File: src/source/ddr_pkg.sv
package ddr_pkg;

    // Memory geometry
    localparam int BANK_BITS     = 3;
    localparam int ROW_BITS      = 14;
    localparam int COL_BITS      = 10;
    localparam int DATA_BITS     = 16;
    localparam int BURST_LENGTH  = 8;
    localparam int HALF_BURST    = BURST_LENGTH / 2;   // Beats per lane
    localparam int NUM_LANES     = 2;
    localparam int BURST_BITS    = BURST_LENGTH * DATA_BITS;
    localparam int ADDR_PIN_BITS = 14;

    // Timing in ddr clock cycles
    localparam int T_RCD             = 3;
    localparam int T_RP              = 3;
    localparam int T_WR              = 2;   // Write recovery
    localparam int T_RFC             = 8;
    localparam int T_REFI            = 200;
    localparam int CAS_READ_LATENCY  = 5;
    localparam int CAS_WRITE_LATENCY = 5;
    localparam int WAIT_BITS         = 4;

    typedef struct packed {
        logic                 write;
        logic [BANK_BITS-1:0] bank;
        logic [ROW_BITS-1:0]  row;
        logic [COL_BITS-1:0]  col;
    } ddr_req_t;

    typedef struct packed {
        logic cs_n;
        logic ras_n;
        logic cas_n;
        logic we_n;
    } ddr_pin_cmd_t;

    typedef logic [BURST_BITS-1:0] burst_t;
    typedef logic [HALF_BURST*DATA_BITS-1:0] lane_t;

    // JEDEC encodings in CS RAS CAS WE order
    localparam ddr_pin_cmd_t CMD_NOP      = 4'b0111;
    localparam ddr_pin_cmd_t CMD_ACTIVATE = 4'b0011;
    localparam ddr_pin_cmd_t CMD_READ     = 4'b0101;
    localparam ddr_pin_cmd_t CMD_WRITE    = 4'b0100;
    localparam ddr_pin_cmd_t CMD_REFRESH  = 4'b0001;

endpackage
File: src/source/ddr_ctrl_top.sv
`timescale 1ns/100ps

module ddr_ctrl_top import ddr_pkg::*; (
    input  logic                     ddr_clock_i,
    input  logic                     rst_i,

    input  logic                     cmd_valid_i,
    input  ddr_req_t                 cmd_i,
    input  burst_t                   wdata_i,
    output logic                     cmd_ready_o,
    output logic                     rsp_valid_o,
    output burst_t                   rsp_data_o,

    output logic                     ddr3_cke_o,
    output logic                     ddr3_cs_n_o,
    output logic                     ddr3_ras_n_o,
    output logic                     ddr3_cas_n_o,
    output logic                     ddr3_we_n_o,
    output logic [BANK_BITS-1:0]     ddr3_ba_o,
    output logic [ADDR_PIN_BITS-1:0] ddr3_addr_o,
    output logic                     ddr3_odt_o,
    output logic [DATA_BITS-1:0]     ddr3_dq_o [NUM_LANES],
    input  logic [DATA_BITS-1:0]     ddr3_dq_i [BURST_LENGTH],
    output logic                     data_write_o
);

    ddr_pin_cmd_t pin_cmd;
    logic         refresh_req;
    logic         refresh_ack;
    logic         lane_load;
    burst_t       lane_data;

    assign ddr3_cs_n_o  = pin_cmd.cs_n;
    assign ddr3_ras_n_o = pin_cmd.ras_n;
    assign ddr3_cas_n_o = pin_cmd.cas_n;
    assign ddr3_we_n_o  = pin_cmd.we_n;

    bank_sequencer i_bank_sequencer (
        .ddr_clock_i   (ddr_clock_i),
        .rst_i         (rst_i),
        .cmd_valid_i   (cmd_valid_i),
        .cmd_i         (cmd_i),
        .wdata_i       (wdata_i),
        .refresh_req_i (refresh_req),
        .dq_i          (ddr3_dq_i),
        .cmd_ready_o   (cmd_ready_o),
        .refresh_ack_o (refresh_ack),
        .pin_cmd_o     (pin_cmd),
        .ba_o          (ddr3_ba_o),
        .addr_o        (ddr3_addr_o),
        .cke_o         (ddr3_cke_o),
        .odt_o         (ddr3_odt_o),
        .data_write_o  (data_write_o),
        .lane_load_o   (lane_load),
        .lane_data_o   (lane_data),
        .rsp_valid_o   (rsp_valid_o),
        .rsp_data_o    (rsp_data_o)
    );

    refresh_timer i_refresh_timer (
        .ddr_clock_i   (ddr_clock_i),
        .rst_i         (rst_i),
        .refresh_ack_i (refresh_ack),
        .refresh_req_o (refresh_req)
    );

    // Lane 0 carries even beats, lane 1 odd beats
    for (genvar g = 0; g < NUM_LANES; g++) begin : g_lane
        dq_lane_serializer #(.LANE_INDEX(g)) i_dq_lane_serializer (
            .ddr_clock_i (ddr_clock_i),
            .rst_i       (rst_i),
            .load_i      (lane_load),
            .burst_i     (lane_data),
            .dq_o        (ddr3_dq_o[g])
        );
    end

endmodule

File: src/source/bank_sequencer.sv
`timescale 1ns/100ps

module bank_sequencer import ddr_pkg::*; (
    input  logic                     ddr_clock_i,
    input  logic                     rst_i,

    input  logic                     cmd_valid_i,
    input  ddr_req_t                 cmd_i,
    input  burst_t                   wdata_i,
    input  logic                     refresh_req_i,
    input  logic [DATA_BITS-1:0]     dq_i [BURST_LENGTH],

    output logic                     cmd_ready_o,
    output logic                     refresh_ack_o,
    output ddr_pin_cmd_t             pin_cmd_o,
    output logic [BANK_BITS-1:0]     ba_o,
    output logic [ADDR_PIN_BITS-1:0] addr_o,
    output logic                     cke_o,
    output logic                     odt_o,
    output logic                     data_write_o,
    output logic                     lane_load_o,
    output burst_t                   lane_data_o,
    output logic                     rsp_valid_o,
    output burst_t                   rsp_data_o
);

    typedef enum logic [2:0] {
        S_IDLE,
        S_ACTIVATE,
        S_OP,
        S_READ,
        S_READ_END,
        S_WRITE,
        S_WRITE_END
    } seq_state_t;

    seq_state_t           state;
    logic [WAIT_BITS-1:0] wait_cnt;
    logic                 init_done;    // One cycle behind CKE
    logic                 accept;
    ddr_req_t             req_q;

    assign cmd_ready_o = init_done && state == S_IDLE && wait_cnt == '0 && !refresh_req_i;
    assign accept      = cmd_valid_i && cmd_ready_o;

    always_ff @(posedge ddr_clock_i) begin
        if (rst_i) begin
            state         <= S_IDLE;
            wait_cnt      <= '0;
            cke_o         <= 1'b0;
            init_done     <= 1'b0;
            pin_cmd_o     <= CMD_NOP;
            ba_o          <= '0;
            addr_o        <= '0;
            odt_o         <= 1'b0;
            data_write_o  <= 1'b0;
            lane_load_o   <= 1'b0;
            rsp_valid_o   <= 1'b0;
            refresh_ack_o <= 1'b0;
        end else begin
            cke_o     <= 1'b1;
            init_done <= cke_o;

            // NOP with zero address unless a command is issued below
            pin_cmd_o     <= CMD_NOP;
            ba_o          <= '0;
            addr_o        <= '0;
            lane_load_o   <= 1'b0;
            rsp_valid_o   <= 1'b0;
            refresh_ack_o <= 1'b0;

            // First beat leaves the serializers the cycle after the load
            if (lane_load_o) begin
                data_write_o <= 1'b1;
                odt_o        <= 1'b1;
            end

            if (wait_cnt != '0) begin
                wait_cnt <= wait_cnt - 1'b1;
            end else begin
                case (state)
                    S_IDLE: begin
                        if (init_done && refresh_req_i) begin
                            pin_cmd_o     <= CMD_REFRESH;
                            refresh_ack_o <= 1'b1;
                            wait_cnt      <= WAIT_BITS'(T_RFC);
                        end else if (accept) begin
                            pin_cmd_o <= CMD_ACTIVATE;
                            ba_o      <= cmd_i.bank;
                            addr_o    <= ADDR_PIN_BITS'(cmd_i.row);
                            state     <= S_ACTIVATE;
                        end
                    end
                    S_ACTIVATE: begin
                        // ACTIVATE is already on the pins
                        state    <= S_OP;
                        wait_cnt <= WAIT_BITS'(T_RCD - 2);
                    end
                    S_OP: begin
                        ba_o       <= req_q.bank;
                        addr_o     <= ADDR_PIN_BITS'(req_q.col);
                        addr_o[10] <= 1'b1;             // Auto precharge
                        if (req_q.write) begin
                            pin_cmd_o <= CMD_WRITE;
                            state     <= S_WRITE;
                            wait_cnt  <= WAIT_BITS'(CAS_WRITE_LATENCY - 2);
                        end else begin
                            pin_cmd_o <= CMD_READ;
                            state     <= S_READ;
                            wait_cnt  <= WAIT_BITS'(CAS_READ_LATENCY);
                        end
                    end
                    S_WRITE: begin
                        lane_load_o <= 1'b1;
                        state       <= S_WRITE_END;
                        wait_cnt    <= WAIT_BITS'(HALF_BURST);
                    end
                    S_WRITE_END: begin
                        data_write_o <= 1'b0;
                        odt_o        <= 1'b0;
                        state        <= S_IDLE;
                        wait_cnt     <= WAIT_BITS'(T_RP + T_WR);
                    end
                    S_READ: begin
                        state    <= S_READ_END;
                        wait_cnt <= WAIT_BITS'(HALF_BURST);
                    end
                    S_READ_END: begin
                        rsp_valid_o <= 1'b1;
                        state       <= S_IDLE;
                        wait_cnt    <= WAIT_BITS'(T_RP);
                    end
                    default: state <= S_IDLE;
                endcase
            end
        end
    end

    // Request and burst payloads
    always_ff @(posedge ddr_clock_i) begin
        if (accept) begin
            req_q       <= cmd_i;
            lane_data_o <= wdata_i;
        end
        if (state == S_READ_END && wait_cnt == '0) begin
            for (int b = 0; b < BURST_LENGTH; b++) begin
                rsp_data_o[b*DATA_BITS +: DATA_BITS] <= dq_i[b];
            end
        end
    end

endmodule

File: src/source/dq_lane_serializer.sv
`timescale 1ns/100ps

// LANE_INDEX 0 takes the even beats, 1 the odd ones
module dq_lane_serializer import ddr_pkg::*; #(
    parameter int LANE_INDEX = 0
) (
    input  logic                 ddr_clock_i,
    input  logic                 rst_i,
    input  logic                 load_i,
    input  burst_t               burst_i,
    output logic [DATA_BITS-1:0] dq_o
);

    lane_t shift_q;

    assign dq_o = shift_q[DATA_BITS-1:0];   // Lowest beat drives the pins

    always_ff @(posedge ddr_clock_i) begin
        if (rst_i) begin
            shift_q <= '0;
        end else if (load_i) begin
            for (int b = 0; b < HALF_BURST; b++) begin
                shift_q[b*DATA_BITS +: DATA_BITS] <=
                    burst_i[(b*NUM_LANES + LANE_INDEX)*DATA_BITS +: DATA_BITS];
            end
        end else begin
            // Zeros fill in from the top
            shift_q <= {{DATA_BITS{1'b0}}, shift_q[HALF_BURST*DATA_BITS-1:DATA_BITS]};
        end
    end

endmodule

File: src/source/refresh_timer.sv
`timescale 1ns/100ps

module refresh_timer import ddr_pkg::*; (
    input  logic ddr_clock_i,
    input  logic rst_i,
    input  logic refresh_ack_i,
    output logic refresh_req_o
);

    logic [$clog2(T_REFI+1)-1:0] count;

    // Request stays up until the sequencer issues REFRESH
    always_ff @(posedge ddr_clock_i) begin
        if (rst_i) begin
            count         <= ($clog2(T_REFI+1))'(T_REFI);
            refresh_req_o <= 1'b0;
        end else if (refresh_ack_i) begin
            count         <= ($clog2(T_REFI+1))'(T_REFI);
            refresh_req_o <= 1'b0;
        end else if (count == '0) begin
            refresh_req_o <= 1'b1;
        end else begin
            count <= count - 1'b1;
        end
    end

endmodule

File: config.mk
export PLATFORM = sky130hd
export DESIGN_NAME = ddr_ctrl_top
export DESIGN_NICKNAME = d
export VERILOG_FILES = /design/src/source/ddr_pkg.sv /design/src/source/ddr_ctrl_top.sv /design/src/source/bank_sequencer.sv /design/src/source/dq_lane_serializer.sv /design/src/source/refresh_timer.sv
export SDC_FILE = /design/constraint.sdc
export NUM_CORES = 1
export LEC_CHECK = 0
export BUFFER_PORTS_ARGS = -buffer_cell sky130_fd_sc_hd__buf_2
export CAP_MARGIN = 25
export CORE_MARGIN = 8
export CORE_UTILIZATION = 25
export DETAILED_ROUTE_END_ITERATION = 12
export GPL_TIMING_DRIVEN = 1
export PLACE_DENSITY = 0.55
export SLEW_MARGIN = 20
export SYNTH_ARGS = -nofsm -noshare
export SYNTH_HDL_FRONTEND = slang
export SYNTH_HIERARCHICAL = 1
export SYNTH_SLANG_ARGS = --single-unit
File: constraint.sdc
create_clock -name ddr_clock_i -period 15.2 [get_ports ddr_clock_i]
set_clock_uncertainty 0.1 [all_clocks]
set_input_delay 0 -clock ddr_clock_i [delete_from_list [all_inputs] [get_ports ddr_clock_i]]
set_output_delay 0 -clock ddr_clock_i [all_outputs]
set_load 0.05 [all_outputs]
==> flow_summary.toml <==
[outcome]
status = "finished, final reports clean"

[cells_and_area]
nNetsFinal = 1995
drive_above_1_share_pct = 33.3
fin_cells = 2515
syn_to_final_growth_pct = 55.7

[floorplan]
chipWidth_um = 257
die-height_um = 257
top_level_ports = 473
die_area_um2 = 66300
start_util_pct = 25.3
core-area_um2 = 57700
core.rowCount = 88

[synth]
synthFlopType = "edfxtp_1"
synthDominantCellAreaShare_pct = 55.6
syn_inst = 892
avgSynthCellArea_um2 = 16.3
yosysWarningCount = 6
synthTopCellsByCount = "270 x edfxtp_1, 171 x dfxtp_1, 101 x nor2_1, 98 x mux2i_1, 38 x buf_4"
yosysMostFrequentCell = "edfxtp_1"
yosysUniqueCellTypes = 58
yosysTopAreaCell = "edfxtp_1"
synth_edf_count = 270
netlist_area_um2 = 14600
synthArstFlopShare_pct = 0
synth.area.top_cells = "edfxtp_1 56%, dfxtp_1 23%, mux2i_1 6.7%, nor2_1 2.6%, buf_4 2.0%"
ys_ff_latch = 441
synth_fp_nets = 1182
seq_area_frac_synth_pct = 79.1

[critical_path]
critPathLaunchType = "flip-flop"
reg2reg_slack_ps = 11160
crit_path_max_fanout = 73
critPathCaptureType = "flip-flop"
worstPathRequired_ps = 15310
rr_endpoint = "i_bank_sequencer/lane_data_o[34]"
crit_type = "flip-flop to flip-flop"
cp.arrival_ps = 4150
reg2reg_from = "i_bank_sequencer/state[1]"
reg2reg_depth = 4

[pwr]
seqPwrFrac_pct = 47.8
swShare_pct = 22.7
switchingPower_uw = 630
p_leak_uw = 0.00876
p_comb_share_pct = 8.5
power_density_nw_per_um2 = 122
power_uw = 2780
internal-power_uw = 2150
p_clk_share_pct = 43.7
vdd_drop_max_uv = 69.8

[timing]
final_hold_viol_count = 0
fmax_mhz = 248
worst_slack_ps = 11160
rsz0062_at_grt = "no"
setup_tns_ps = 0
period_needed_ps = 4040
setup_viol = 0
relSlewSlack_pct = 34.3
min_period_over_period_pct = 26.6
maxSlewViolCount = 0
worst_pin_slew_ps = 985
hold_ws_ps = 47.8

[placement]
io_buffers = 471
place_ws_ps = 11190
dp.final_hpwl_um = 27200
placed_cells = 2061
place_congestion = 0.778

[cts]
cts_sinks = 441
htree_levels = 2
cts_tree = "done"
cts_buffers = 48
clk_latency_ps = 570
cts_setup_buffers = 0
cts_root_buf = "clkbuf_16"
clk_pin_slew_ps = 60
clock_path_buffers = 3

[detailed_routing]
drt_wl_total_um = 43200
drc = 0
wl_per_cell_um = 17.2
vias_per_cell = 4.00
ant_nets = 0
vias = 10063
dr.pass1.iters = 5
first_iter_violations = 677

[global_routing]
antenna_found_initial = 7
grt_max_degree = 79
gr-total-overflow = 0
grt_pass1_vias = 10885
grt_pass1_wl_um = 64900
grt_use_total_pct = 12.4

[job]
maxCapViolCount = 0

[min_path]
hold_path_depth = 2
hp-class = "input pin to flip-flop"
min-delay-start = "wdata_i[62]"
hold_path_end = "i_bank_sequencer/lane_data_o[62]"
==> through the flow <==
step	cell area [um^2]	util [%]
final	22700	39.3
after global routing	22700	39.3
after floorplan	14600	-
after CTS	22700	39.3
after global placement	17400	30.2
after detailed placement	17400	30.2
==> kinds of logic (layout without fill, tap and decap cells) <==
kind of cell	count (synthesis)	after routing	synth area share (%)
simple gates	216	216	7.45
other cells	1	7	0.0257
fa+ha+maj	3	3	0.257
buf+inv	82	934	3.96
xor+xnor	4	4	0.240
flops	441	441	79.1
compound gates	47	47	2.24
mux	98	98	6.73
==> per-layer routing <==
metal | track usage [%] | vias up | wire (um)
met3 | 3.36 | 85 | 2950
met1 | 14.1 | 4793 | 16800
met2 | 21.9 | 377 | 22200
met5 | 0 | - | 27
li1 | - | 4804 | -
met4 | 4.64 | 4 | 1190
==> how the worst max path moves through the flow <==
stage / endpoint / slack (ps) / startpoint
5_1_grt: i_bank_sequencer/lane_data_o[56] / 10860 / i_bank_sequencer/state[1]
2_1_floorplan: i_bank_sequencer/rsp_data_o[0] / 4450 / i_bank_sequencer/wait_cnt[0]
3_5_place_dp: i_bank_sequencer/lane_data_o[15] / 11190 / i_bank_sequencer/state[1]
4_1_cts: i_bank_sequencer/lane_data_o[108] / 11150 / i_bank_sequencer/state[1]
6_report: i_bank_sequencer/lane_data_o[34] / 11160 / i_bank_sequencer/state[1]
3_3_place_gp: i_bank_sequencer/lane_data_o[58] / 11320 / i_bank_sequencer/state[1]
==> worst max-delay path: stages, from the launching register on <==
cell and delay [ps]:
dfxtp_1 510, nor3_2 850, and3_4 550, buf_4 800, buf_4 720
==> registers in the layout, indices dropped and copies added, names as in the netlist <==
name                                 count
g_lane.i_dq_lane_serializer/shift_q    128
i_bank_sequencer/addr_o                 14
i_bank_sequencer/ba_o                    3
i_bank_sequencer/cke_o                   1
i_bank_sequencer/data_write_o            1
i_bank_sequencer/init_done               1
i_bank_sequencer/lane_data_o           128
i_bank_sequencer/lane_load_o             1
i_bank_sequencer/odt_o                   1
i_bank_sequencer/pin_cmd_o               3
i_bank_sequencer/refresh_ack_o           1
i_bank_sequencer/req_q                  14
i_bank_sequencer/rsp_data_o            128
i_bank_sequencer/rsp_valid_o             1
i_bank_sequencer/state                   3
i_bank_sequencer/wait_cnt                4
i_refresh_timer/count                    8
i_refresh_timer/refresh_req_o            1
==> what timing repair did <==
| item | 4_1_cts | 5_1_grt |
|---|---|---|
| gates resized for setup | 0 | 0 |
| hold buffers | 358 | 0 |
| endpoints found under the hold margin | 333 | 0 |
==> layout make-up <==
type | count | area [um^2]
clock buffers | 57 | 1250
flip-flops and latches | 441 | 11500
multi-input cells | 369 | 2480
clock inverters | 32 | 399
inverters | 7 | 26.3
fillers | 5324 | 35000
well taps | 765 | 957
diodes | 6 | 15.0
repair buffers | 838 | 6030
==> cell usage in the layout (no fill, tap or decap), types with 5 or more instances in the layout <==
master	n
diode_2	6
nand3_1	5
buf_2	470
dlygate4sd3_1	358
clkbuf_1	7
dfxtp_1	170
a21oi_1	9
clkinv_2	12
inv_1	7
buf_4	9
nand4_1	13
mux2i_1	98
a21oi_2	9
edfxtp_1	270
clkbuf_16	48
nor3_1	7
nor2_1	101
bufinv_16	7
nand2_1	21
o21ai_0	6
and2_1	32
==> power by group through the flow <==
| stage | Sequential (uW) | Clock [uW] | Combinational (uW) |
|---|---|---|---|
| after global placement | 1350 | 0 | 157 |
| after global routing | 1330 | 1290 | 256 |
| after CTS | 1330 | 1250 | 236 |
| after detailed placement | 1350 | 0 | 162 |
| after floorplan | 1360 | 0 | 85.3 |
| final | 1330 | 1210 | 237 |
Note: power is estimated with default switching activity, not from simulation.
